==> src/hw/ladybird_pkg.sv <==
`default_nettype none

package ladybird_pkg;

  localparam int XLEN = 32;

  // Word-interleaved banks
  localparam int NUM_BANKS  = 4;
  localparam int BANK_WORDS = 64;

  // RISC-V load/store funct3
  localparam logic [2:0] FUNCT_B  = 3'b000;
  localparam logic [2:0] FUNCT_H  = 3'b001;
  localparam logic [2:0] FUNCT_W  = 3'b010;
  localparam logic [2:0] FUNCT_BU = 3'b100;
  localparam logic [2:0] FUNCT_HU = 3'b101;

  typedef logic [XLEN-1:0] word_t;
  typedef logic [XLEN-1:0] addr_t;
  typedef logic [XLEN/8-1:0] strb_t;
  typedef logic [2:0] funct_t;

  // Address bits 3..2
  typedef logic [1:0] bank_idx_t;

  // Address bits 9..4
  typedef logic [5:0] bank_addr_t;

  typedef enum logic [1:0] {
    MMU_IDLE,
    MMU_REQ,
    MMU_RESP
  } mmu_state_t;

endpackage

`default_nettype wire
==> src/hw/sram_bank.sv <==
`timescale 1ns/1ps
`default_nettype none

module sram_bank (
  input  wire                        clk,
  input  wire                        anrst,
  input  wire                        i_req,
  input  wire                        i_we,
  input  wire ladybird_pkg::bank_addr_t i_waddr,
  input  wire ladybird_pkg::word_t   i_wdata,
  input  wire ladybird_pkg::strb_t   i_wstrb,
  output logic                       o_rvalid,
  output ladybird_pkg::word_t        o_rdata
);

  import ladybird_pkg::*;

  word_t mem [BANK_WORDS];

  logic wr_en;
  logic rd_en;

  assign wr_en = i_req && i_we;
  assign rd_en = i_req && !i_we;

  // Byte-masked write
  always_ff @(posedge clk) begin
    if (wr_en) begin
      for (int b = 0; b < XLEN / 8; b++) begin
        if (i_wstrb[b]) begin
          mem[i_waddr][b*8 +: 8] <= i_wdata[b*8 +: 8];
        end
      end
    end
  end

  always_ff @(posedge clk) begin
    if (rd_en) begin
      o_rdata <= mem[i_waddr];
    end
  end

  // One-cycle read strobe
  always_ff @(posedge clk, negedge anrst) begin
    if (!anrst) begin
      o_rvalid <= 1'b0;
    end else begin
      o_rvalid <= rd_en;
    end
  end

endmodule

`default_nettype wire

==> config.mk <==
export PLATFORM = sky130hd
export DESIGN_NAME = sram_bank
export DESIGN_NICKNAME = d
export VERILOG_FILES = /design/src/hw/ladybird_pkg.sv /design/src/hw/sram_bank.sv
export SDC_FILE = /design/constraint.sdc
export NUM_CORES = 2
export LEC_CHECK = 0
export ABC_AREA = 1
export BUFFER_PORTS_ARGS = -buffer_cell sky130_fd_sc_hd__buf_2
export CORE_MARGIN = 4
export CORE_UTILIZATION = 43
export CTS_CLUSTER_SIZE = 30
export DETAILED_ROUTE_END_ITERATION = 10
export PLACE_DENSITY = 0.65
export SLEW_MARGIN = 30
export SYNTH_ARGS = -nofsm -noshare
export SYNTH_HDL_FRONTEND = slang
export SYNTH_SLANG_ARGS = --single-unit
==> constraint.sdc <==
create_clock -name clk -period 3.9 [get_ports clk]
set_clock_uncertainty 0.05 [all_clocks]
set_input_delay 0.78 -clock clk [delete_from_list [all_inputs] [get_ports clk]]
set_output_delay 0.78 -clock clk [all_outputs]
set_load 0.005 [all_outputs]
==> flow_summary.json <==
{
  "root_buffer": "clkbuf_16",
  "synth_top_cell_by_area": "edfxtp_1",
  "syn-cell-area_mm2": 0.0880,
  "cts_setup_buffers": 0,
  "finalCriticalPeriod_ps": 2720,
  "yosysMostFrequentCell": "nand2_1",
  "hold_viol": 0,
  "cts_tree": "built",
  "cp_max_fo": 40,
  "drv_slew": 0,
  "dp_hpwl_um": 154000,
  "clk_path_buf_depth": 3,
  "synth_edf_count": 2080,
  "ys_seq_area_share_pct": 71.0,
  "async_flop_share_pct": 0.0481,
  "postSynthCellCount": 8728,
  "drt_wl_total_um": 255000,
  "syn_to_final_growth_pct": 12.9,
  "syn_avg_cell_area_um2": 10.1,
  "drc": 0,
  "p_per_area_mw_per_mm2": 476,
  "synth_mux_area_share_pct": 0,
  "vias": 60800,
  "reg2reg_slack_ps": 1970,
  "synthTopCellsByArea": "edfxtp_1 (71%), nand2_1 (25%), buf_2 (1.4%), nor2_1 (1.4%), clkbuf_1 (0.57%)",
  "core_mm2": 0.203,
  "yosys.area_share.simple_pct": 26.3,
  "grt_pass1_vias": 57700,
  "die_y_um": 460,
  "stdcell_count": 11700,
  "max_slew_margin_pct": 30.2,
  "clock_latency_ps": 850,
  "overflow": 0,
  "timing.critical_path.required_ps": 4310,
  "rsz0062_at_grt": "false",
  "place_inst": 11300,
  "gp_congestion": 0.872,
  "start_util_pct": 43.4,
  "endpoint_kind": "flop",
  "htree_num_levels": 4,
  "status": "finished, final reports clean",
  "finalCritPeriodShare_pct": 69.7,
  "r2r-end": "o_rdata[6]$_DFFE_PP_",
  "synth_xor_area_share_pct": 0,
  "die_area_mm2": 0.212,
  "max_freq_mhz": 368,
  "total_power_mw": 47.4,
  "synth_common_cells": "nand2_1 (5,792), edfxtp_1 (2,080), nor2_1 (329)",
  "power.leakage_nw": 41.3,
  "io_buffers": 78,
  "critical-path-slowest-cell": "nor2_1",
  "fin_util_pct": 49.0,
  "grt_pass1_wl_um": 376000,
  "tns_ps": 0,
  "whs_ps": 179,
  "max_slew.worst_pin.slew_ps": 1050,
  "yosys.cell_types.count": 20,
  "r2r_start": "mem[24][6]$_DFFE_PP_",
  "drv_cap": 0,
  "setup_slack_ps": 1180,
  "syn_nets": 8774,
  "ant_nets": 0,
  "fp.dieW_um": 460,
  "cpPeakStageDelay_ps": 860,
  "floorplan.rows": 165,
  "drt_pass1_iterations": 8,
  "antenna_found_initial": 22,
  "synth-warning-count": 0,
  "synth_flop_cell": "edfxtp_1",
  "synth_top_area_share_pct": 71.0,
  "yosys.area_share.adder_pct": 0,
  "drive_gt1_share_pct": 8.13,
  "clock_sinks": 2081,
  "grt.total_usage_pct": 23.7,
  "arrival_ps": 3130,
  "crit_type": "input pin to flop",
  "start_kind": "input pin",
  "stdcell_area_mm2": 0.0994,
  "synth_top_family_by_area": "simple AND/OR/NAND/NOR gates",
  "grt_max_degree": 191,
  "place_area_mm2": 0.0926,
  "wire_per_inst_um": 21.7,
  "nFillCells": 18100,
  "fin_nets": 8927,
  "dr.first_iter.drc_count": 6913,
  "synth_seq_cells": 2081,
  "peakVddDrop_v": 0.000479,
  "synth_compound_area_share_pct": 0.0824,
  "worst_r2r_path_depth": 10,
  "vias_per_cell": 5.18,
  "cts_inserted_buffers": 209,
  "min_path_type": "input pin to async pin",
  "dpl_worst_slack_ps": 424,
  "ios": 79,
  "setup-violations-final": 0,
  "path_cells": "buf_2 -> inv_1 -> nor3_2 -> buf_12 -> nand2_1 -> nor2_1",
  "cts.reportedPaths.clkPinSlew_ps": 70
}
==> cells by family after synthesis <==
family,after synthesis
buf+inv,478
simple gates,6157
flops,2081
compound gates,12
==> how the worst max path moves through the flow <==
stage,from,endpoint,depth (start not counted)
finish,i_waddr[3],mem[8][18]$_DFFE_PP_,6
global route,i_waddr[0],mem[5][21]$_DFFE_PP_,5
CTS,o_rdata[12]$_DFFE_PP_,o_rdata[12],1
detailed placement,i_waddr[3],mem[8][20]$_DFFE_PP_,6
global placement,i_waddr[3],mem[8][19]$_DFFE_PP_,6
floorplan,i_req,o_rdata[0]$_DFFE_PP_,3
==> layout by cell type, fill, tap and decap left out, types with 7 or more instances in the layout <==
cell type      n
clkbuf_16    215
nand3_1        7
buf_12        37
nor2_2        27
edfxtp_1    2080
nor2_1       312
clkinv_1      42
clkinv_2      36
nand2_1     5792
nor3_2         8
clkbuf_1      47
diode_2        9
inv_1         21
buf_2         68
clkinvlp_4    12
bufinv_16     18
buf_4        283
==> report_power, final <==
| part | internal [mW] | switching [mW] | leakage (nW) | total, mW |
|---|---|---|---|---|
| Sequential | 24.7 | 0.0474 | 18.7 | 24.7 |
| Clock | 11.3 | 8.54 | 3.24 | 19.8 |
| Combinational | 0.665 | 2.16 | 19.4 | 2.83 |
==> metal layers <==
metal	track usage, %	share of wire (%)	vias up
met2	37.2	46	2626
met3	5.26	9.1	504
met4	10.1	4.4	14
met1	31.9	40	29200
li1	-	-	28400
met5	0.115	0.040	-
==> layout make-up <==
cell class,count,area [um2],area share (%)
tap,2672,3340,3.36
sequential,2081,62500,62.9
inverter,24,130,0.131
clock inverter,120,1130,1.14
multi-input combinational,6169,23400,23.5
clock buffer,262,5560,5.59
antenna,9,22.5,0.0227
timing repair buffer,396,3370,3.39
==> critical path: cells and delay by family <==
kind | cells | cell delay, ps
and+or+nand+nor | 3 | 1670
buffers and inverters | 3 | 630
==> what timing repair did <==
action                    4_1_cts  5_1_grt
hold endpoints to repair        1        0
resized for setup               0        0
hold buffers                    1        0
==> state kept, by name, summed over array words and instances (netlist names) <==
name,count
mem,2048
o_rdata,32
o_rvalid,1
Power figures use the tool's default switching activity.
