### src/hw/ladybird_pkg.sv
`default_nettype none

package ladybird_pkg;

  localparam int XLEN = 32;

  // Word-interleaved banks
  localparam int NUM_BANKS  = 4;
  localparam int BANK_WORDS = 64;

  // RISC-V load/store funct3
  localparam logic [2:0] FUNCT_B  = 3'b000;
  localparam logic [2:0] FUNCT_H  = 3'b001;
  localparam logic [2:0] FUNCT_W  = 3'b010;
  localparam logic [2:0] FUNCT_BU = 3'b100;
  localparam logic [2:0] FUNCT_HU = 3'b101;

  typedef logic [XLEN-1:0] word_t;
  typedef logic [XLEN-1:0] addr_t;
  typedef logic [XLEN/8-1:0] strb_t;
  typedef logic [2:0] funct_t;

  // Address bits 3..2
  typedef logic [1:0] bank_idx_t;

  // Address bits 9..4
  typedef logic [5:0] bank_addr_t;

  typedef enum logic [1:0] {
    MMU_IDLE,
    MMU_REQ,
    MMU_RESP
  } mmu_state_t;

endpackage

`default_nettype wire
### src/hw/read_merge.sv
`timescale 1ns/1ps
`default_nettype none

module read_merge (
  input  wire                        clk,
  input  wire                        anrst,
  input  wire [ladybird_pkg::NUM_BANKS-1:0] i_bank_rvalid,
  input  wire ladybird_pkg::word_t [ladybird_pkg::NUM_BANKS-1:0] i_bank_rdata,
  input  wire                        i_taken,
  output logic                       o_rsp_valid,
  output ladybird_pkg::word_t        o_rsp_data
);

  import ladybird_pkg::*;

  word_t sel_data;
  logic  any_rvalid;

  assign any_rvalid = |i_bank_rvalid;

  // At most one bank answers
  always_comb begin
    sel_data = '0;
    for (int k = 0; k < NUM_BANKS; k++) begin
      if (i_bank_rvalid[k]) begin
        sel_data = sel_data | i_bank_rdata[k];
      end
    end
  end

  always_ff @(posedge clk, negedge anrst) begin
    if (!anrst) begin
      o_rsp_valid <= 1'b0;
    end else if (any_rvalid) begin
      o_rsp_valid <= 1'b1;
    end else if (i_taken) begin
      o_rsp_valid <= 1'b0;
    end
  end

  always_ff @(posedge clk) begin
    if (any_rvalid) begin
      o_rsp_data <= sel_data;
    end
  end

  a_one_bank: assert property (@(posedge clk) disable iff (!anrst)
    $onehot0(i_bank_rvalid))
    else $error("several banks answered: %b", i_bank_rvalid);

  a_no_overrun: assert property (@(posedge clk) disable iff (!anrst)
    any_rvalid |-> !o_rsp_valid)
    else $error("bank data arrived while a response is held");

endmodule

`default_nettype wire

### config.mk
export PLATFORM = sky130hd
export DESIGN_NAME = read_merge
export DESIGN_NICKNAME = d
export VERILOG_FILES = /design/src/hw/ladybird_pkg.sv /design/src/hw/read_merge.sv
export SDC_FILE = /design/constraint.sdc
export NUM_CORES = 1
export LEC_CHECK = 0
export BUFFER_PORTS_ARGS = -buffer_cell sky130_fd_sc_hd__buf_2
export CORE_MARGIN = 5
export CORE_UTILIZATION = 32
export DETAILED_ROUTE_END_ITERATION = 10
export MAX_ROUTING_LAYER = met4
export PLACE_DENSITY = 0.74
export SLEW_MARGIN = 20
export SYNTH_ARGS = -nofsm -noshare
export SYNTH_HDL_FRONTEND = slang
export SYNTH_SLANG_ARGS = --single-unit
### constraint.sdc
create_clock -name clk -period 0.8 [get_ports clk]
set_input_delay 0.04 -clock clk [delete_from_list [all_inputs] [get_ports clk]]
set_output_delay 0.04 -clock clk [all_outputs]
set_load 0.05 [all_outputs]
==> results.md, run 1 <==
- Outcome: finished with violations
- Failing checks: negative setup slack
- GR Overflow Total: 0
- Worst vdd ir: 0.819 mV
- Hold path cells: 3
- #FFs+latches synth: 33
- Total Routed Length: slightly above 6000 µm
- Sequential share of the synthesized area: 0.587
- Post-synthesis cell count: ~150
- Post-route ant nets: 0
- Fin nets: 451
- DRC errors left: 0
- Iter 0 DRT Violations: 89
- Worst Reg2Reg Path Length in Cells: 2
- Setup ws final: -97.7 ps
- CP Data Required Time: 970 ps
- Drt pass-1 iters: 4
- Cell Area, Synth: around 1700 µm²
- Hold path startpoint: i_taken
- Number of global-route vias before repair: 1775
- TritonCTS clock tree: yes
- Largest net degree at the start of global routing: 33
- Commonest non-fill, non-tap cell in the layout: buf_2
- Max_slew headroom: 0.759
- Commonest cells after routing, fill and taps aside: buf_2, a22oi_1, buf_6, nand2_1, edfxtp_1
- Post-layout instance count excluding filler cells: about 390
- Crit end category: flop
- Crit path DAT: ~1100 ps
- Dpl cells: roughly 380
- H-tree level count: 2
- Setup CP Type: primary input to flop
- Critical R2R Launch: o_rsp_valid
- Hold Fails Final Rpt: 0
- Die height: 82.4 µm
- Reg2reg end: o_rsp_valid
- Power Density: around 1700 nW/µm²
- Final Max Slew Viols: 0
- RSZ-0062 raised after global routing: true
- Via Count: about 1900
- CTS Buf Count: 5
- Area of the die: slightly below 7000 µm²
- First-pass GRT wire length: 8090 µm
- Routed WL per cell: 15.8 µm
- Core area: between 5000 and 6000 µm²
- LEAKAGE: ~0.0014 µW
- Worst-Skew Late Latency: 270 ps
- Max-cap viol count: 0
- CP Launch Type: primary input
- Yosys cell types: 10
- Hold crit path type: primary input to flop
- Row count: 26
- Layout cells sized above 1: 0.576
- CP max FO: 16
- Hold Path Sink: o_rsp_valid
- Diode count: 0
- Crit. Startpoint: i_bank_rvalid[1]
- Clock sinks: 33
- I/O Pins: approximately 170
- Total Power: 5090 µW
- Max Fclk: between 1000 and 1500 MHz
- Port Buf Inserts: about 170
- Synth warn: 0
- Worst-path clk slew: around 60 ps
- Hpwl dp: around 4300 µm
- # setup viols final: 66
- Fin area: approximately 2900 µm²
- Starting density of the core: 0.329
- Clk Tree Root Cell: clkbuf_8
- Worst-Margin Slew: ~360 ps
- Cell Area, Placed: around 2600 µm²
- Initial antenna violation count: 0
- Chip Width: 82.4 µm
- Synthesized net count: approximately 280
- Period utilization: 1.12
- Overall routing resource usage: 0.165
- Area delta synth->final: 74.9%
- Max Root-Sink Buffers: 2
- Crit path time final: 898 ps
- Syn_area_per_cell: about 11 µm²
- Drt via density: around 5
- R2R Setup Slk: 0 ps
- Pre-CTS WS: -385 ps
- Layout Skew: 0 ps
- Routability cong.: approximately 0.7
[area by class of cell]
cell class | instances | area (µm²)
Clock buffer | 6 | 72.6
Tap cell | 70 | 87.6
Fill cell | 459 | 2170
Timing Repair Buffer | 177 | 1160
Clock inverter | 1 | 3.75
Sequential cell | 33 | 986
Inverter | 1 | 3.75
Multi-Input combinational cell | 98 | 619
[stage by stage]
| stage | utilization | hold WS (ps) | TNS, ps |
|---|---|---|---|
| 6_report | 0.575 | 31.5 | -4500 |
| 3_3_place_gp | 0.507 | -182 | -15900 |
| 5_1_grt | 0.575 | 36.8 | -5700 |
| 3_5_place_dp | 0.507 | -180 | -16440 |
| 2_1_floorplan | - | -256 | -12540 |
| 4_1_cts | 0.566 | 17.5 | -4250 |
[worst max-delay path by stage]
stage,slack (ps),depth (start not counted),to
after global placement,-380,4,o_rsp_valid
after detailed placement,-390,4,o_rsp_valid
after floorplan,-380,3,o_rsp_valid
final,-100,4,o_rsp_valid
after global routing,-120,1,o_rsp_data[2]
after CTS,-110,1,o_rsp_data[13]
[power breakdown]
| group | total [µW] | switching (µW) | internal (µW) |
|---|---|---|---|
| registers | 2190 | 80.5 | 2110 |
| logic | 1780 | 1040 | 735 |
| clock network | 1120 | 537 | 585 |
[cells in the mapped netlist (all sizes together)]
| library cell | count | area [µm²] |
|---|---|---|
| inv | 1 | 3.75 |
| clkbuf | 13 | 48.8 |
| dfrtp | 1 | 25.0 |
| a22oi | 64 | 480 |
| a21o | 1 | 7.51 |
| buf | 3 | 21.3 |
| nand2 | 32 | 120 |
| or4 | 1 | 11.3 |
| edfxtp | 32 | 961 |
[registers in the layout (all words and copies together) (netlist names)]
signal	count
o_rsp_data	32
o_rsp_valid	1
[worst max-delay path: stages]
cell and delay [ps]:
buf_6 90, or4_4 590, buf_12 190, a21o_1 150
[logic make-up after synthesis]
kind of cell,synth area share
flops,0.587
compound gates,0.291
simple gates,0.0782
buf+inv,0.0440
[routing by layer]
metal,vias to the layer above,wire length [µm],track usage
li1,927,-,-
met1,861,2160,0.173
met2,128,3060,0.288
met3,19,715,0.0499
met4,0,168,0.0698
met5,-,0,-
[repair_timing]
action | 4_1_cts | 5_1_grt
cloned | 0 | 2
hold buffers | 1 | 0
resized for setup | 68 | 0
endpoints found under the hold margin | 1 | 0
endpoints found under the setup margin | 66 | 64
buffers inserted | 0 | 1
(Power assumes the default switching activity.)
==> run 2, diff against run 1 <==
--- a/config.mk
+++ b/config.mk
@@ -6,6 +6,7 @@
 export NUM_CORES = 1
 export LEC_CHECK = 0
 export BUFFER_PORTS_ARGS = -buffer_cell sky130_fd_sc_hd__buf_2
+export CORE_ASPECT_RATIO = 0.5
 export CORE_MARGIN = 5
 export CORE_UTILIZATION = 32
 export DETAILED_ROUTE_END_ITERATION = 10
==> results.md, run 2 (synthesis gave the netlist of run 1 again) <==
- Max reg flops: 32 (unchanged)
- Top flop regs: o_rsp_data (32), o_rsp_valid (1) (unchanged)
- CP max stage delay: 580 ps (was 590 ps)
- Total Routed Length: 6320 µm (was 6100 µm)
- Pre-CTS WS: -397 ps (was -385 ps)
- GR Overflow Total: 0 (unchanged)
- TritonCTS clock tree: yes (unchanged)
- Max Root-Sink Buffers: 2 (unchanged)
- Clock sinks: 33 (unchanged)
- Worst-path clk slew: 70 ps (was 60 ps)
- Worst vdd ir: 0.747 mV (was 0.819 mV)
- Diode count: 0 (unchanged)
- Crit path DAT: 1060 ps (was 1070 ps)
- Outcome: finished with violations (unchanged)
- Clk Tree Root Cell: clkbuf_8 (unchanged)
- CP Data Required Time: 970 ps (about the same)
- Via Count: 1932 (was 1935)
- Smallest hold slack: 43.6 ps (was 31.5 ps)
- Max Fclk: 1120 MHz (was 1110 MHz)
- Period utilization: 1.12 (about the same)
- Worst path slowest cell: or4_4 (unchanged)
- Routability cong.: 0.773 (was 0.690)
- WP buf/inv: 2 (unchanged)
- Crit path time final: 894 ps (was 898 ps)
- Post-layout instance count excluding filler cells: 385 (was 386)
- Post-route ant nets: 0 (unchanged)
- Internal cell power: 3540 µW (was 3430 µW)
- Commonest non-fill, non-tap cell in the layout: buf_2 (unchanged)
- Final Max Slew Viols: 0 (unchanged)
- Critical Path, Cell by Cell: buf_6 > or4_4 > buf_12 > a21o_1 (unchanged)
- Worst-Skew Late Latency: 270 ps (about the same)
- LEAKAGE: 0.00141 µW (about the same)
- Port Buf Inserts: 167 (unchanged)
- H-tree level count: 2 (unchanged)
- Hpwl dp: 4830 µm (was 4350 µm)
- Setup ws final: -94.1 ps (was -97.7 ps)
- Fin nets: 449 (was 451)
- Clock share of power: 0.241 (was 0.221)
- Failing checks: negative setup slack (unchanged)
- Overall routing resource usage: 0.172 (was 0.165)
- CP Launch Type: primary input (unchanged)
- Largest net degree at the start of global routing: 34 (was 33)
- Layout cells sized above 1: 0.575 (was 0.576)
- Routed WL per cell: 16.4 µm (was 15.8 µm)
- First-pass GRT wire length: 8960 µm (was 8090 µm)
- CP max FO: 17 (was 16)
- Worst-Margin Slew: 351 ps (was 361 ps)
- Setup CP Type: primary input to flop (unchanged)
- DRC errors left: 0 (unchanged)
- Commonest cells after routing, fill and taps aside: buf_2, a22oi_1, buf_6, nand2_1, edfxtp_1 (unchanged)
- Power Density: 1780 nW/µm² (was 1730 nW/µm²)
- # setup viols final: 66 (unchanged)
- Drt pass-1 iters: 4 (unchanged)
- Number of global-route vias before repair: 1906 (was 1775)
- Crit path max-delay family: simple AND/OR/NAND/NOR gates (unchanged)
- Dpl cells: 374 (was 375)
- Initial antenna violation count: 0 (unchanged)
- I/O Pins: 168 (unchanged)
- Max_slew headroom: 0.766 (was 0.759)
- Drt via density: 5.02 (was 5.01)
- Starting density of the core: 0.336 (was 0.329)
- Seq pwr share: 0.418 (was 0.430)
- Area delta synth->final: 75.0% (was 74.9%)
- Post-layout util: 0.588 (was 0.575)
- Area of the die: 6880 µm² (was 6800 µm²)
- Die height: 61.2 µm (was 82.4 µm)
- Comb pwr share: 0.341 (was 0.349)
- Most flop-heavy register: o_rsp_data (unchanged)
- Max-cap viol count: 0 (unchanged)
- RSZ-0062 raised after global routing: true (unchanged)
- Layout Skew: 0 ps (unchanged)
- Crit end category: flop (unchanged)
- Hold crit path type: primary input to flop (unchanged)
- Iter 0 DRT Violations: 97 (was 89)
- Chip Width: 112 µm (was 82.4 µm)
- CTS Buf Count: 5 (unchanged)
- NetSw: 1690 µW (was 1660 µW)
- Core area: 5000 µm² (was 5110 µm²)
- Hold Fails Final Rpt: 0 (unchanged)
- Sw frac: 0.324 (was 0.326)
- Row count: 18 (was 26)
==> run 2: cell count changes in the layout (fill, tap and decap cells not counted) <==
cell      previous run  this run
buf_2              133       132
buf_4                5         4
clkbuf_1             1         2
clkbuf_8             5         6
clkinv_1             1         0
==> run 2: per-stage QoR <==
stage	cell area, µm²	power [µW]	TNS [ps]
after floorplan	1730	3180	-12540
after global placement	2580	3710	-15580
after detailed placement	2580	3740	-16400
after CTS	2900	5250	-3910
after global routing	2940	5480	-5190
final	2940	5240	-4210
==> run 2: worst paths after layout <==
kind,from,to,slack (ps),cells past startpoint
min,i_taken,o_rsp_valid,40,3
min in group asynchronous,anrst,o_rsp_valid,70,2
min reg2reg,o_rsp_valid,o_rsp_valid,540,1
max,i_bank_rvalid[1],o_rsp_valid,-90,4
max in group asynchronous,anrst,o_rsp_valid,640,2
max reg2reg,o_rsp_valid,o_rsp_valid,110,1
==> run 2: area by class of cell <==
cell class | count | area (µm²)
clock buffers | 8 | 90.1
fillers | 457 | 2060
inverters | 1 | 3.75
flip-flops and latches | 33 | 986
well taps | 70 | 87.6
multi-input cells | 98 | 619
repair buffers | 175 | 1150
==> run 2: power groups by stage <==
stage | logic (µW) | clock network [µW] | registers (µW)
2_1_floorplan | 346 | 0 | 2840
3_3_place_gp | 1530 | 0 | 2180
3_5_place_dp | 1560 | 0 | 2180
4_1_cts | 1780 | 1290 | 2190
5_1_grt | 1880 | 1400 | 2210
6_report | 1780 | 1260 | 2190
==> run 2: what timing repair did <==
action | CTS | global route
resized for setup | 67 | 1
setup buffers | 0 | 0
endpoints found under the hold margin | 1 | 0
cloned | 0 | 2
hold buffers | 1 | 0
setup endpoints to repair | 66 | 66
==> run 2: metal layers <==
metal	vias to the layer above	share of wire	GRT usage	wire, µm
li1	923	-	-	-
met1	934	0.38	0.202	2420
met2	67	0.55	0.312	3500
met3	8	0.049	0.0353	308
met4	0	0.015	0.0394	97
met5	-	0	-	0
==> run 3, diff against run 2 <==
--- a/config.mk
+++ b/config.mk
@@ -6,7 +6,7 @@
 export NUM_CORES = 1
 export LEC_CHECK = 0
 export BUFFER_PORTS_ARGS = -buffer_cell sky130_fd_sc_hd__buf_2
-export CORE_ASPECT_RATIO = 0.5
+export CORE_ASPECT_RATIO = 1.4
 export CORE_MARGIN = 5
 export CORE_UTILIZATION = 32
 export DETAILED_ROUTE_END_ITERATION = 10
==> results.md, run 3 (synthesis gave the netlist of run 1 again) <==
- Outcome: finished with violations (unchanged)
- Failing checks: negative setup slack (unchanged)
- Hold crit path type: primary input to flop (unchanged)
- Commonest non-fill, non-tap cell in the layout: buf_2 (unchanged)
- Number of global-route vias before repair: 2039 (was 1906)
- Reg2reg end: o_rsp_valid (unchanged)
- Row count: 31 (was 18)
- CP max stage delay: 410 ps (was 580 ps)
- Via Count: 1919 (was 1932)
- Hold Fails Final Rpt: 0 (unchanged)
- Layout Skew: 0 ps (unchanged)
- Layout cells sized above 1: 0.573 (was 0.575)
- Period utilization: 1.13 (was 1.12)
- Post-route ant nets: 0 (unchanged)
- Top flop regs: o_rsp_data (32), o_rsp_valid (1) (unchanged)
- Total Power: 5120 µW (was 5240 µW)
- Die height: 95.7 µm (was 61.2 µm)
- Starting density of the core: 0.328 (was 0.336)
- Max reg flops: 32 (unchanged)
- Fin area: 2900 µm² (was 2940 µm²)
- Max Fclk: 1110 MHz (was 1120 MHz)
- Worst vdd ir: 1.31 mV (was 0.747 mV)
- Critical R2R Launch: o_rsp_valid (unchanged)
- GR Overflow Total: 0 (unchanged)
- Routed WL per cell: 16.5 µm (was 16.4 µm)
- Drt pass-1 iters: 4 (unchanged)
- Most flop-heavy register: o_rsp_data (unchanged)
- Iter 0 DRT Violations: 92 (was 97)
- WP buf/inv: 1 (was 2)
- # setup viols final: 66 (unchanged)
- Crit path DAT: 860 ps (was 1060 ps)
- R2R Setup Slk: 130 ps (was 110 ps)
- Diode count: 0 (unchanged)
- CP Launch Type: flop (was primary input)
- Chip Width: 71.2 µm (was 112 µm)
- Total Routed Length: 6260 µm (was 6320 µm)
- H-tree level count: 2 (unchanged)
- Power Density: 1770 nW/µm² (was 1780 nW/µm²)
- Post-CTS setup buffer count: 0 (unchanged)
- Worst-Skew Late Latency: 270 ps (about the same)
- Crit end category: primary output (was flop)
- Setup ws final: -104 ps (was -94.1 ps)
- Hold path startpoint: i_taken (unchanged)
- Initial antenna violation count: 0 (unchanged)
- DRC errors left: 0 (unchanged)
- Setup CP Type: flop to primary output (was primary input to flop)
- Max_slew headroom: 0.755 (was 0.766)
- Fin nets: 448 (was 449)
- First-pass GRT wire length: 9200 µm (was 8960 µm)
- Commonest cells after routing, fill and taps aside: buf_2, a22oi_1, buf_6, nand2_1, edfxtp_1 (unchanged)
- Post-layout util: 0.567 (was 0.588)
- Crit path time final: 904 ps (was 894 ps)
- Overall routing resource usage: 0.180 (was 0.172)
- Drt via density: 5.05 (was 5.02)
- Core area: 5120 µm² (was 5000 µm²)
- Worst-path clk slew: 60 ps (was 70 ps)
- Port Buf Inserts: 167 (unchanged)
- RSZ-0062 raised after global routing: true (unchanged)
- TritonCTS clock tree: yes (unchanged)
- Dpl cells: 371 (was 374)
- I/O Pins: 168 (unchanged)
- CTS Buf Count: 5 (unchanged)
- Hpwl dp: 4800 µm (was 4830 µm)
- Max Root-Sink Buffers: 2 (unchanged)
- Cell Area, Placed: 2600 µm² (was 2580 µm²)
- Routability cong.: 0.734 (was 0.773)
- Worst-Margin Slew: 367 ps (was 351 ps)
- Setup TNS Final: -3570 ps (was -4210 ps)
- CP max FO: 1 (was 17)
- Worst Reg2Reg Path Length in Cells: 1 (unchanged)
- Hold path cells: 3 (unchanged)
- Crit path max-delay family: flip-flops (was simple AND/OR/NAND/NOR gates)
- Area of the die: 6820 µm² (was 6880 µm²)
- Max-cap viol count: 0 (unchanged)
- Largest net degree at the start of global routing: 33 (was 34)
- Clk Tree Root Cell: clkbuf_8 (unchanged)
- Worst path slowest cell: edfxtp_1 (was or4_4)
- Critical Path, Cell by Cell: buf_6 (was buf_6 > or4_4 > buf_12 > a21o_1)
- Area delta synth->final: 72.8% (was 75.0%)
- LEAKAGE: 0.00139 µW (was 0.00141 µW)
- Clock sinks: 33 (unchanged)
- Post-layout instance count excluding filler cells: 380 (was 385)
- Hold Path Sink: o_rsp_valid (unchanged)
- CP Data Required Time: 760 ps (was 970 ps)
- Final Max Slew Viols: 0 (unchanged)
==> run 3: cell count changes in the layout (fill, tap and decap cells not counted) <==
| cell | change |
|---|---|
| buf_12 | +1 |
| buf_2 | +1 |
| buf_6 | -2 |
| clkbuf_16 | -1 |
| clkbuf_8 | -1 |
| clkinv_2 | +1 |
==> run 3: how the worst max path moves through the flow <==
stage	start	end	slack [ps]	cells after the start
global placement	i_bank_rvalid[1]	o_rsp_valid	-350	4
finish	o_rsp_data[9]	o_rsp_data[9]	-100	1
global route	o_rsp_data[9]	o_rsp_data[9]	-150	1
detailed placement	i_bank_rvalid[1]	o_rsp_valid	-360	4
CTS	o_rsp_data[9]	o_rsp_data[9]	-130	1
floorplan	i_bank_rvalid[1]	o_rsp_valid	-380	3
==> run 3: per-layer routing <==
| layer | vias up | global-route usage | share of wire |
|---|---|---|---|
| met3 | 12 | 0.0418 | 0.076 |
| met2 | 100 | 0.343 | 0.58 |
| met4 | 0 | 0.0721 | 0.022 |
| met1 | 886 | 0.172 | 0.32 |
| li1 | 921 | - | - |
| met5 | - | - | 0 |
==> run 3: metrics by stage <==
step                      hold WS [ps]  setup WS, ps
final                             36.8          -104
after global routing              33.9          -145
after CTS                         29.8          -129
after detailed placement          -184          -365
after global placement            -183          -352
after floorplan                   -256          -383
==> run 3: timing repair <==
item | CTS | global route
resized for setup | 67 | 0
setup endpoints to repair | 66 | 66
endpoints found under the hold margin | 1 | 0
hold buffers | 1 | 0
==> run 3: power breakdown <==
part | internal [µW] | total [µW] | switching, µW | leakage, µW
clock network | 609 | 1150 | 541 | 0.0000422
registers | 2110 | 2190 | 85.6 | 0.000321
logic | 729 | 1780 | 1050 | 0.00103
total | 3440 | 5120 | 1680 | 0.00139
==> run 3: layout make-up <==
cell class | count | area [µm²]
clock buffer | 7 | 76.3
clock inverter | 1 | 5.00
tap | 66 | 82.6
inverter | 1 | 3.75
fill | 465 | 2220
multi-input combinational | 98 | 619
sequential | 33 | 986
timing repair buffer | 174 | 1130
