===== src/hw/ladybird_pkg.sv =====
`default_nettype none

package ladybird_pkg;

  localparam int XLEN = 32;

  // Word-interleaved banks
  localparam int NUM_BANKS  = 4;
  localparam int BANK_WORDS = 64;

  // RISC-V load/store funct3
  localparam logic [2:0] FUNCT_B  = 3'b000;
  localparam logic [2:0] FUNCT_H  = 3'b001;
  localparam logic [2:0] FUNCT_W  = 3'b010;
  localparam logic [2:0] FUNCT_BU = 3'b100;
  localparam logic [2:0] FUNCT_HU = 3'b101;

  typedef logic [XLEN-1:0] word_t;
  typedef logic [XLEN-1:0] addr_t;
  typedef logic [XLEN/8-1:0] strb_t;
  typedef logic [2:0] funct_t;

  // Address bits 3..2
  typedef logic [1:0] bank_idx_t;

  // Address bits 9..4
  typedef logic [5:0] bank_addr_t;

  typedef enum logic [1:0] {
    MMU_IDLE,
    MMU_REQ,
    MMU_RESP
  } mmu_state_t;

endpackage

`default_nettype wire

===== src/hw/ladybird_mmu.sv =====
`timescale 1ns/1ps
`default_nettype none

module ladybird_mmu (
  input  wire                    clk,
  input  wire                    anrst,
  input  wire                    i_valid,
  output logic                   i_ready,
  input  wire ladybird_pkg::addr_t  i_addr,
  input  wire ladybird_pkg::word_t  i_data,
  input  wire                    i_we,
  input  wire ladybird_pkg::funct_t i_funct,
  output logic                   o_valid,
  input  wire                    o_ready,
  output ladybird_pkg::word_t    o_data,
  output logic                   o_bus_req,
  input  wire                    i_bus_gnt,
  output logic                   o_bus_we,
  output ladybird_pkg::addr_t    o_bus_addr,
  output ladybird_pkg::word_t    o_bus_wdata,
  output ladybird_pkg::strb_t    o_bus_wstrb,
  input  wire                    i_rsp_valid,
  input  wire ladybird_pkg::word_t  i_rsp_data,
  output logic                   o_rsp_taken
);

  import ladybird_pkg::*;

  mmu_state_t state;

  // One-entry request buffer
  logic   buf_we;
  funct_t buf_funct;
  addr_t  buf_addr;
  word_t  buf_data;

  logic [1:0] lane;
  word_t      wdata_aligned;
  strb_t      wstrb;
  word_t      rsp_shifted;

  assign i_ready = (state == MMU_IDLE);
  assign lane    = buf_addr[1:0];

  always_ff @(posedge clk, negedge anrst) begin
    if (!anrst) begin
      state <= MMU_IDLE;
    end else begin
      case (state)
        MMU_IDLE: begin
          if (i_valid) begin
            state <= MMU_REQ;
          end
        end
        MMU_REQ: begin
          // Stores complete on grant, loads wait for data
          if (i_bus_gnt) begin
            state <= buf_we ? MMU_IDLE : MMU_RESP;
          end
        end
        MMU_RESP: begin
          if (o_rsp_taken) begin
            state <= MMU_IDLE;
          end
        end
        default: begin
          state <= MMU_IDLE;
        end
      endcase
    end
  end

  always_ff @(posedge clk) begin
    if (i_valid && i_ready) begin
      buf_we    <= i_we;
      buf_funct <= i_funct;
      buf_addr  <= i_addr;
      buf_data  <= i_data;
    end
  end

  // Replicate store data across the word, strobe picks the lanes
  always_comb begin
    case (buf_funct)
      FUNCT_B: begin
        wdata_aligned = {4{buf_data[7:0]}};
        wstrb         = strb_t'(4'b0001 << lane);
      end
      FUNCT_H: begin
        wdata_aligned = {2{buf_data[15:0]}};
        wstrb         = strb_t'(4'b0011 << lane);
      end
      default: begin
        wdata_aligned = buf_data;
        wstrb         = 4'b1111;
      end
    endcase
  end

  assign o_bus_req   = (state == MMU_REQ);
  assign o_bus_we    = buf_we;
  assign o_bus_addr  = buf_addr;
  assign o_bus_wdata = wdata_aligned;
  assign o_bus_wstrb = buf_we ? wstrb : '0;

  // Load extraction and extension
  assign rsp_shifted = i_rsp_data >> {lane, 3'b000};

  always_comb begin
    case (buf_funct)
      FUNCT_B:  o_data = {{(XLEN-8){rsp_shifted[7]}}, rsp_shifted[7:0]};
      FUNCT_H:  o_data = {{(XLEN-16){rsp_shifted[15]}}, rsp_shifted[15:0]};
      FUNCT_BU: o_data = {{(XLEN-8){1'b0}}, rsp_shifted[7:0]};
      FUNCT_HU: o_data = {{(XLEN-16){1'b0}}, rsp_shifted[15:0]};
      default:  o_data = i_rsp_data;
    endcase
  end

  assign o_valid     = (state == MMU_RESP) && i_rsp_valid;
  assign o_rsp_taken = o_valid && o_ready;

  a_aligned: assert property (@(posedge clk) disable iff (!anrst)
    (i_valid && i_ready) |->
      !((i_funct == FUNCT_H || i_funct == FUNCT_HU) && i_addr[0]) &&
      !(i_funct == FUNCT_W && i_addr[1:0] != 2'b00))
    else $error("misaligned access at %h", i_addr);

  a_rsp_stable: assert property (@(posedge clk) disable iff (!anrst)
    (o_valid && !o_ready) |=> $stable(o_data))
    else $error("load data changed under back-pressure");

endmodule

`default_nettype wire


===== config.mk =====
export PLATFORM = sky130hd
export DESIGN_NAME = ladybird_mmu
export DESIGN_NICKNAME = d
export VERILOG_FILES = /design/src/hw/ladybird_pkg.sv /design/src/hw/ladybird_mmu.sv
export SDC_FILE = /design/constraint.sdc
export NUM_CORES = 1
export LEC_CHECK = 0
export ABC_CLOCK_PERIOD_IN_PS = 2360
export BUFFER_PORTS_ARGS = -buffer_cell sky130_fd_sc_hd__buf_2
export CORE_UTILIZATION = 35
export DETAILED_ROUTE_END_ITERATION = 10
export PLACE_DENSITY = 0.7
export SYNTH_ARGS = -nofsm -noshare
export SYNTH_HDL_FRONTEND = slang
export SYNTH_SLANG_ARGS = --single-unit

===== constraint.sdc =====
create_clock -name clk -period 2.36 [get_ports clk]
set_input_delay 0.472 -clock clk [delete_from_list [all_inputs] [get_ports clk]]
set_output_delay 0.472 -clock clk [all_outputs]
set_load 0.005 [all_outputs]

==> PnR_summary.wiki, run 1 <==
{| class="wikitable"
! Metric !! Value
|-
| Run status || finished with violations
|-
| Violated checks || negative setup slack
|-
| Half-perimeter wire length after detailed placement || ~7.1 mm
|-
| H-tree Lvls || 3
|-
| Global-route wire length before repair || between 10 and 15 mm
|-
| #FFs+latches synth || 70
|-
| Setup crit end || o_data[22]
|-
| Hold Violations, Final || 0
|-
| Maximum count of clock buffers along a single path || 2
|-
| Main area contributors after synthesis || edfxtp_1 (58%), mux2i_1 (6.3%), mux2_2 (5.4%)
|-
| Worst Max-Slew Pin Slew || just under 400 ps
|-
| Class of the most critical hold timing path || in2reg
|-
| Achievable clock frequency || roughly 420 MHz
|-
| Number of detailed-route iterations in the first pass || 4
|-
| Final Net Count || ~620
|-
| Setup slack on the worst flop-to-flop path || between 800 and 900 ps
|-
| Overall die area || approximately 10,000 µm²
|-
| Cts bufs inserted || 9
|-
| Area overhead of the layout relative to synthesis || 44.8%
|-
| Least setup slack across all paths after layout || -13.4 ps
|-
| Via count of the first global-routing pass || 2,815
|-
| Classification of the worst setup path || reg2out
|-
| Skew final || 6.58 ps
|-
| Routability-driven placement congestion ratio || 0.764
|-
| Gate count of the mapped netlist || 301
|-
| Final period util || 101%
|-
| Worst-Skew Late Latency || 340 ps
|-
| Number of rows in the core area || 36
|-
| RSZ-0062 raised after global routing || yes
|-
| GRT Overall Usage || 16.9%
|-
| Critical path capture point type || primary output
|-
| DR iter-0 viols || 84
|-
| DRC violations left || 0
|-
| Total power density per cell area || 685 nW/µm²
|-
| Final setup violation count || 8
|-
| CTS tree || done
|-
| Die height || 102 µm
|-
| Top-area cell type share of the netlist area || between 50% and 60%
|-
| IO buf count || 210
|-
| Floorplan Core Area || 9770 µm²
|-
| Reg-to-Reg Start || state[1]
|-
| Vias after detailed routing || around 3,200
|-
| DR WL/cell || 14.8 µm
|-
| Syn Std Cell Area || 3520 µm²
|-
| Worst Hold Path Cells || 1
|-
| Buffer cell driving the clock tree root || clkbuf_8
|-
| Max Cap Violations || 0
|-
| Worst endpoint required time || 1890 ps
|-
| Total congestion overflow || 0
|-
| Final ANT Viol Nets || 0
|-
| Pin count of the biggest net entering global routing || 69
|-
| Total Routed Length || slightly below 10 mm
|-
| Signal arrival time at the worst endpoint || between 1500 and 2000 ps
|-
| Worst setup path startpoint || o_bus_addr[0]
|-
| Die extent in x || 102 µm
|-
| Post-synthesis net count || 407
|-
| IR drop worst, VDD || about 0.00047 V
|-
| Effective utilization at floorplan || between 30 and 40%
|-
| Dominant cell type by area after synthesis || edfxtp_1
|-
| Number of antenna violations at the first check in global routing || 2
|-
| Cell area after layout || 5100 µm²
|-
| Number of cells on the worst reg-to-reg path || 3
|-
| Maximum net fanout on the critical path || 8
|-
| Number of distinct standard cells referenced by the synthesized netlist || 31
|-
| Worst max-slew margin expressed relative to the limit || ~74%
|-
| Endpoint of the most critical register-to-register path || o_bus_addr[6]
|-
| Overall power of the completed layout || 3.49 mW
|-
| Count of warnings emitted by yosys || 0
|-
| Number of top-level pins || between 200 and 250
|-
| Clk pin slew, worst setup/hold paths || 70 ps
|-
| Static Leak || between 2 and 2.5 nW
|-
| Startpoint class of the critical path || flip-flop
|-
| Mean area per synthesized cell || 11.7 µm²
|-
| Placed inst area || 4660 µm²
|-
| # clock sinks || 70
|-
| Max Transition Viols Final || 0
|-
| Share of cells above drive strength 1 || 54.1%
|-
| Detailed-route vias per instance || roughly 4.8
|-
| Crit path time final || approximately 2400 ps
|-
| Seq/Total Area, Yosys || between 50% and 60%
|}
==> layer usage <==
metal	track usage, %	vias up	part of all wire [%]
met5	0	-	0.17
met4	7.58	2	2.4
met3	5.88	20	8.8
met2	31.6	165	52
met1	16.8	1470	37
li1	-	1509	-
==> logic make-up (layout without fill, tap and decap cells) <==
family,count (synthesis),in the layout,share of synthesized area (%)
compound gates,45,45,8.99
mux,39,39,11.7
simple gates,104,104,13.4
flops,70,70,59.4
buf+inv,43,261,6.51
other cells,0,1,0
==> registers in the layout, summed over array words and instances, names as in the netlist <==
register	cells
buf_data	32
o_bus_addr	32
buf_funct	3
state	2
o_bus_we	1
==> worst max-delay path, cell delays in order (launching register included) <==
cell and delay (ps):
edfxtp_1 470, mux2i_2 280, mux2i_1 140, o2111ai_4 300, clkbuf_16 210, nand2_1 50
buf_2 120
==> area by class of cell <==
class	count	area (µm²)
Sequential cell	70	2090
Clock inverter	5	51.3
Clock buffer	10	128
Antenna cell	1	2.50
Fill cell	912	4680
Inverter	16	60.1
Tap cell	133	166
Multi-Input combinational cell	188	1300
Timing Repair Buffer	230	1300
==> how the worst min path moves through the flow <==
stage	startpoint	to	slack, ps
global placement	anrst	state[0]	260
detailed placement	anrst	state[0]	260
CTS	i_addr[1]	o_bus_addr[1]	280
finish	i_data[22]	buf_data[22]	300
floorplan	anrst	state[0]	180
global route	i_addr[1]	o_bus_addr[1]	280
==> per-stage QoR <==
| stage | hold WS, ps | std cells | worst slack [ps] | setup TNS (ps) | utilization, % |
|---|---|---|---|---|---|
| 2_1_floorplan | 176 | 301 | 478 | 0 | - |
| 3_3_place_gp | 258 | 626 | 336 | 0 | 47.7 |
| 3_5_place_dp | 262 | 626 | 259 | 0 | 47.7 |
| 4_1_cts | 283 | 646 | -5.67 | -5.67 | 50.3 |
| 5_1_grt | 280 | 652 | -97.9 | -1430 | 52.1 |
| 6_report | 301 | 653 | -13.4 | -60.0 | 52.1 |
==> cells in the final DEF (no fill, tap or decap), drive strengths merged, types with 2 or more instances in the layout <==
cell type,n
clkbuf,12
dfrtp,2
a221oi,13
mux2i,22
clkinv,3
inv,16
nand3,2
nor3b,6
a21oi,19
nand3b,2
o22ai,7
nor2b,4
mux2,17
edfxtp,68
nand2b,2
nor2,32
nand2,50
buf,227
==> synth_stat cells <==
cell / n
o2111ai_4: 1
clkbuf_1: 3
a31oi_1: 1
dfrtp_1: 2
edfxtp_1: 68
nor3_4: 1
and3b_1: 1
or2_2: 1
and2_1: 1
nor2b_1: 4
nand3b_1: 2
buf_6: 2
or2b_1: 1
o22ai_1: 7
mux2_2: 17
inv_1: 16
o21ai_0: 1
and4b_1: 1
a32oi_1: 1
nor2_1: 32
a221oi_1: 13
nor3b_1: 6
a21oi_1: 19
nand2b_1: 2
nand2_1: 50
buf_2: 12
buf_4: 10
mux2i_1: 22
o21bai_1: 1
nand3_1: 2
a32o_1: 1
==> power by group <==
group	total, mW	internal [mW]	switching, mW
clock network	0.879	0.475	0.405
registers	1.62	1.55	0.0678
logic	0.991	0.484	0.507
total	3.49	2.51	0.979
==> timing repair <==
action	CTS	global route
gates cloned	0	2
hold buffers	1	0
endpoints found under the setup margin	31	37
buffers inserted	4	4
pin swaps	1	5
hold endpoints to repair	2	0
gates resized for setup	5	19
(Power assumes the default switching activity.)
==> run 2, diff against run 1 <==
ABC_CLOCK_PERIOD_IN_PS = 3000   (was 2360)
PLACE_DENSITY = 0.67   (was 0.7)
clock period = 3 ns   (was 2.36 ns; I/O delays follow)
==> PnR_summary.wiki, run 2 (synthesis gave the netlist of run 1 again) <==
{| class="wikitable"
! Metric !! Value
|-
| Number of antenna violations at the first check in global routing || 0 (-2)
|-
| Pin count of the biggest net entering global routing || 54 (-22%)
|-
| Critical path capture point type || primary output
|-
| Most common cell after layout, fill and taps aside || buf_2
|-
| Final period util || between 90% and 100%
|-
| Signal arrival time at the worst endpoint || 2150 ps (+250 ps)
|-
| Vias after detailed routing || 3,036 (-4.1%)
|-
| Multi-input gate area in the final layout || 1200 µm² (-7.2%)
|-
| Number of resized instances in the post-cts repair step || 0 (-5)
|-
| Skew final || 6.26 ps (-0.319 ps)
|-
| Final Net Count || 609 (-1.9%)
|-
| Antenna diode count || 0 (-1)
|-
| Half-perimeter wire length after detailed placement || 7.15 mm (+0.61%)
|-
| H-tree Lvls || 3 (unchanged)
|-
| Buffer cell driving the clock tree root || clkbuf_8
|-
| DR WL/cell || 14.3 µm (-3.7%)
|-
| Final-layout fill cell count || 905 (-0.77%)
|-
| Floorplan Core Area || 9770 µm² (unchanged)
|-
| Startpoint class of the critical path || flip-flop
|-
| Worst max-slew margin expressed relative to the limit || 58.6% (-15 points)
|-
| Routability-driven placement congestion ratio || 0.777 (+1.6%)
|-
| Reg-to-Reg Start || state[1]
|-
| IO buf count || 210 (unchanged)
|-
| Worst Max-Slew Pin Slew || 621 ps (+226 ps)
|-
| Placed inst area || 4660 µm² (-0.16%)
|-
| Hold buffer count at cts || 0 (-1)
|-
| Static Leak || 2.29 nW (-4.0%)
|-
| Setup slack on the worst flop-to-flop path || 1310 ps (+420 ps)
|-
| Hold Violations, Final || 0 (unchanged)
|-
| Crit path time final || about 2700 ps
|-
| RSZ-0062 raised after global routing || no
|-
| GRT Overall Usage || 16.9% (-0.074 points)
|-
| Share of cells above drive strength 1 || 49.8% (-4.3 points)
|-
| Total congestion overflow || 0 (unchanged)
|-
| # clock sinks || 70 (unchanged)
|-
| Total power density per cell area || 570 nW/µm² (-17%)
|-
| Via count of the first global-routing pass || 2,887 (+2.6%)
|-
| Detailed-route vias per instance || 4.74 (-2.3%)
|-
| Number of rows in the core area || 36 (unchanged)
|-
| Total Routed Length || 9.15 mm (-5.5%)
|-
| Run status || complete, no violations
|-
| Max Transition Viols Final || 0 (unchanged)
|-
| DR iter-0 viols || 64 (-24%)
|-
| Endpoint of the most critical register-to-register path || o_bus_addr[6]
|-
| Area overhead of the layout relative to synthesis || 38.4%
|-
| Most frequent cells in the layout || buf_2 (210), edfxtp_1 (68), nand2_1 (50)
|-
| Final setup violation count || 0 (-8)
|-
| Count of buffers added by post-CTS timing repair for setup || 0 (-4)
|-
| Die height || 102 µm (unchanged)
|-
| DRC violations left || 0 (unchanged)
|-
| Die extent in x || 102 µm (unchanged)
|-
| Number of detailed-route iterations in the first pass || 4 (unchanged)
|-
| Cell area after layout || 4870 µm² (-4.4%)
|-
| IR drop worst, VDD || 0.000435 V (-7.2%)
|-
| Maximum net fanout on the critical path || 12 (+4)
|-
| Number of top-level pins || 211 (unchanged)
|-
| Effective utilization at floorplan || 36.0% (unchanged)
|-
| FF/Latch Area || 2090 µm² (unchanged)
|-
| Classification of the worst setup path || reg2out
|-
| Worst setup path startpoint || buf_funct[0]
|-
| Overall die area || 10,500 µm² (unchanged)
|-
| Maximum count of clock buffers along a single path || 2 (unchanged)
|-
| Achievable clock frequency || between 300 and 400 MHz
|-
| CTS tree || done
|-
| Global-route wire length before repair || 13.2 mm (about the same)
|-
| Number of cells on the worst reg-to-reg path || 3 (unchanged)
|-
| Worst endpoint required time || 2400 ps (+510 ps)
|-
| Class of the most critical hold timing path || in2async
|-
| Cts bufs inserted || 9 (unchanged)
|-
| Max Cap Violations || 0 (unchanged)
|-
| Clk pin slew, worst setup/hold paths || 70 ps (about the same)
|-
| Post-Route Setup TNS || 0 ps (+60.0 ps)
|-
| Worst-Skew Late Latency || 330 ps (about the same)
|-
| Final ANT Viol Nets || 0 (unchanged)
|}
run 2: changes by cell type in the layout (fill, tap and decap cells not counted), sizes merged:
cell | previous run | this run
diode | 1 | 0
clkbuf | 12 | 10
dlygate4sd3 | 1 | 0
inv | 16 | 17
clkinvlp | 1 | 0
bufinv | 1 | 2
buf | 227 | 218
run 2: power by group:
group | internal [mW] | switching [mW] | leakage, nW | total (mW)
clock network | 0.467 | 0.330 | 0.106 | 0.797
registers | 1.22 | 0.0657 | 0.663 | 1.29
logic | 0.333 | 0.360 | 1.53 | 0.693
run 2: metrics by stage:
stage / hold slack [ps] / power (mW) / util (%) / std cells / worst slack, ps
2_1_floorplan: 304 / 1.68 / - / 301 / 371
3_3_place_gp: 386 / 2.00 / 47.6 / 625 / 678
3_5_place_dp: 389 / 2.01 / 47.6 / 625 / 570
4_1_cts: 18.1 / 2.81 / 49.8 / 641 / 191
5_1_grt: 13.8 / 2.92 / 49.8 / 641 / 116
6_report: 42.7 / 2.78 / 49.8 / 641 / 254
run 2: per-layer routing:
layer | vias up | global-route usage [%] | part of all wire (%) | routed length, µm
li1 | 1477 | - | - | -
met1 | 1375 | 16.6 | 37 | 3420
met2 | 171 | 30.7 | 51 | 4630
met3 | 13 | 5.95 | 9.7 | 891
met4 | 0 | 9.34 | 2.2 | 201
met5 | - | 0 | 0 | 0
run 2: area by class of cell:
cell class                      count  area share (%)
Timing Repair Buffer              218            23.3
Inverter                           16            1.23
Clock inverter                      6            1.75
Clock buffer                       10            2.62
Sequential cell                    70            43.0
Tap cell                          133            3.42
Multi-Input combinational cell    188            24.7
run 2: worst max-delay path by stage:
stage | end | slack [ps]
6_report | o_data[14] | 250
5_1_grt | o_data[14] | 120
4_1_cts | o_data[14] | 190
3_5_place_dp | o_data[14] | 570
3_3_place_gp | o_data[14] | 680
2_1_floorplan | buf_data[0] | 370
run 2: worst max-delay path, cell delays in order (launching register included):
cell      delay [ps]
edfxtp_1         620
nor3_4           570
nand2_1          340
nand3_1          170
buf_2            120
==> run 3, diff against run 2 <==
CORE_UTILIZATION = 47   (was 35)
HOLD_SLACK_MARGIN = 0.05   (was unset)
PLACE_DENSITY = 0.86   (was 0.67)
==> PnR_summary.wiki, run 3 (synthesis gave the netlist of run 1 again) <==
{| class="wikitable"
! Metric !! Value
|-
| DRC violations left || 0 (unchanged)
|-
| Run status || complete, no violations
|-
| Final Net Count || 610 (+0.16%)
|-
| Number of antenna violations at the first check in global routing || 0 (unchanged)
|-
| Final ANT Viol Nets || 0 (unchanged)
|-
| DR iter-0 viols || 80 (+25%)
|-
| Class of the most critical hold timing path || in2reg
|-
| IR drop worst, VDD || 0.000450 V (+3.5%)
|-
| Routability-driven placement congestion ratio || 0.781 (+0.59%)
|-
| Startpoint of the worst hold path || i_addr[21]
|-
| Final-layout fill cell count || 548 (-39%)
|-
| Startpoint class of the critical path || flip-flop
|-
| Area overhead of the layout relative to synthesis || 38.1%
|-
| Detailed-route vias per instance || 5.03 (+6.2%)
|-
| Highest-delay cell along the critical path || edfxtp_1
|-
| Total congestion overflow || 0 (unchanged)
|-
| Critical path's top delay family || flip-flops
|-
| Number of cells on the worst reg-to-reg path || 3 (unchanged)
|-
| Worst-Skew Late Latency || 340 ps (about the same)
|-
| Static Leak || 2.31 nW (+0.55%)
|-
| RSZ-0062 raised after global routing || no
|-
| Via count of the first global-routing pass || 2,906 (+0.66%)
|-
| Reg-to-Reg Start || state[1]
|-
| Setup slack on the worst flop-to-flop path || 1460 ps (+150 ps)
|-
| Max Transition Viols Final || 0 (unchanged)
|-
| H-tree Lvls || 3 (unchanged)
|-
| Signal arrival time at the worst endpoint || 2080 ps (-70 ps)
|-
| Number of detailed-route iterations in the first pass || 4 (unchanged)
|-
| Die height || 88.5 µm (-13%)
|-
| Global-route wire length before repair || 13.3 mm (+0.47%)
|-
| CTS tree || done
|-
| Post-Route Setup TNS || 0 ps (unchanged)
|-
| Max Cap Violations || 0 (unchanged)
|-
| Critical Path, Cell by Cell || mux2i_1 > mux2i_1 > o2111ai_4 > nand2_1 > buf_2
|-
| Die extent in x || 88.5 µm (-13%)
|-
| Crit path time final || 2680 ps (-65.6 ps)
|-
| Overall die area || 7840 µm² (-25%)
|-
| Maximum net fanout on the critical path || 16 (+4)
|-
| Clk pin slew, worst setup/hold paths || 70 ps (about the same)
|-
| Count of buffers added by post-CTS timing repair for setup || 0 (unchanged)
|-
| Half-perimeter wire length after detailed placement || 7.19 mm (+0.59%)
|-
| Delay of the slowest cell on the worst path || 640 ps (+20 ps)
|-
| Final setup violation count || 0 (unchanged)
|-
| Cts bufs inserted || 9 (unchanged)
|-
| Total Routed Length || 9.33 mm (+2.0%)
|-
| Antenna diode count || 0 (unchanged)
|-
| Worst max-slew margin expressed relative to the limit || 63.9% (+5.3 points)
|-
| Effective utilization at floorplan || 48.5% (+13 points)
|-
| Vias after detailed routing || 3,053 (+0.56%)
|-
| Number of top-level pins || 211 (unchanged)
|-
| Cell type with the highest occurrence count on the critical path || mux2i_1
|-
| Final period util || 89.4% (-2.2 points)
|-
| Worst Hold Path Cells || 1
|-
| Critical path capture point type || primary output
|-
| Least setup slack across all paths after layout || 319 ps (+65.6 ps)
|-
| Maximum count of clock buffers along a single path || 2 (unchanged)
|-
| Number of rows in the core area || 31 (-14%)
|-
| Worst Max-Slew Pin Slew || 540 ps (-81.1 ps)
|-
| IO buf count || 210 (unchanged)
|-
| Floorplan Core Area || 7250 µm² (-26%)
|-
| Pin count of the biggest net entering global routing || 64 (+19%)
|-
| Share of cells above drive strength 1 || 50.2% (+0.39 points)
|-
| Hold Path End || o_bus_addr[21]
|-
| Util after Layout || 67.0% (+17 points)
|-
| DR WL/cell || 15.4 µm (+7.7%)
|-
| GRT Overall Usage || 23.1% (+6.3 points)
|-
| Number of buffers and inverters on the critical path || 1 (unchanged)
|-
| # clock sinks || 70 (unchanged)
|-
| Total power density per cell area || 591 nW/µm² (+3.6%)
|-
| Buffer cell driving the clock tree root || clkbuf_8
|-
| Worst endpoint required time || 2400 ps (about the same)
|-
| Endpoint of the most critical register-to-register path || buf_data[24]
|-
| Skew final || 5.34 ps (-0.924 ps)
|-
| Hold Violations, Final || 0 (unchanged)
|-
| Classification of the worst setup path || reg2out
|-
| Most frequent cells in the layout || buf_2 (210), edfxtp_1 (68), nand2_1 (50)
|-
| Pre-CTS setup slack || 652 ps (+81.3 ps)
|-
| Most common cell after layout, fill and taps aside || buf_2
|-
| Achievable clock frequency || 373 MHz (+2.4%)
|}
-- run 3: worst max path at each step --
stage	start	end	slack, ps	cells past startpoint
6_report	o_bus_addr[0]	o_data[20]	320	5
5_1_grt	o_bus_addr[0]	o_data[23]	70	5
4_1_cts	o_bus_addr[0]	o_data[20]	280	5
3_5_place_dp	o_bus_addr[0]	o_data[20]	650	5
3_3_place_gp	i_rsp_data[15]	o_data[28]	740	6
2_1_floorplan	i_valid	buf_data[0]	370	1
-- run 3: power breakdown --
group	switching, mW	leakage [nW]	internal (mW)	total [mW]
registers	0.0645	0.663	1.22	1.29
clock network	0.336	0.115	0.547	0.883
logic	0.369	1.53	0.333	0.702
-- run 3: routing by layer --
| metal | track usage (%) | routed length (µm) |
|---|---|---|
| met5 | 0 | 0 |
| met4 | 9.09 | 176 |
| met3 | 6.53 | 800 |
| met2 | 47.5 | 5200 |
| met1 | 20.8 | 3150 |
-- run 3: stage by stage --
stage / total power, mW / hold slack, ps / instances / instance area [µm²]
6_report: 2.87 / 434 / 607 / 4860
3_5_place_dp: 2.01 / 389 / 591 / 4610
4_1_cts: 2.89 / 420 / 607 / 4860
5_1_grt: 3.01 / 416 / 607 / 4860
2_1_floorplan: 1.68 / 304 / 301 / 3520
3_3_place_gp: 1.98 / 386 / 591 / 4610
-- run 3: repair_timing --
item                                   4_1_cts  5_1_grt
endpoints found under the hold margin        2        0
hold buffers                                 1        0
gates resized for setup                      0        0
-- run 3: cell type report --
type | instances | area [µm²] | share of cell area [%]
multi-input combinational | 188 | 1200 | 24.7
timing repair buffer | 219 | 1150 | 23.6
tap | 99 | 124 | 2.55
inverter | 16 | 60.1 | 1.24
sequential | 70 | 2090 | 43.0
clock inverter | 6 | 111 | 2.29
clock buffer | 9 | 124 | 2.55
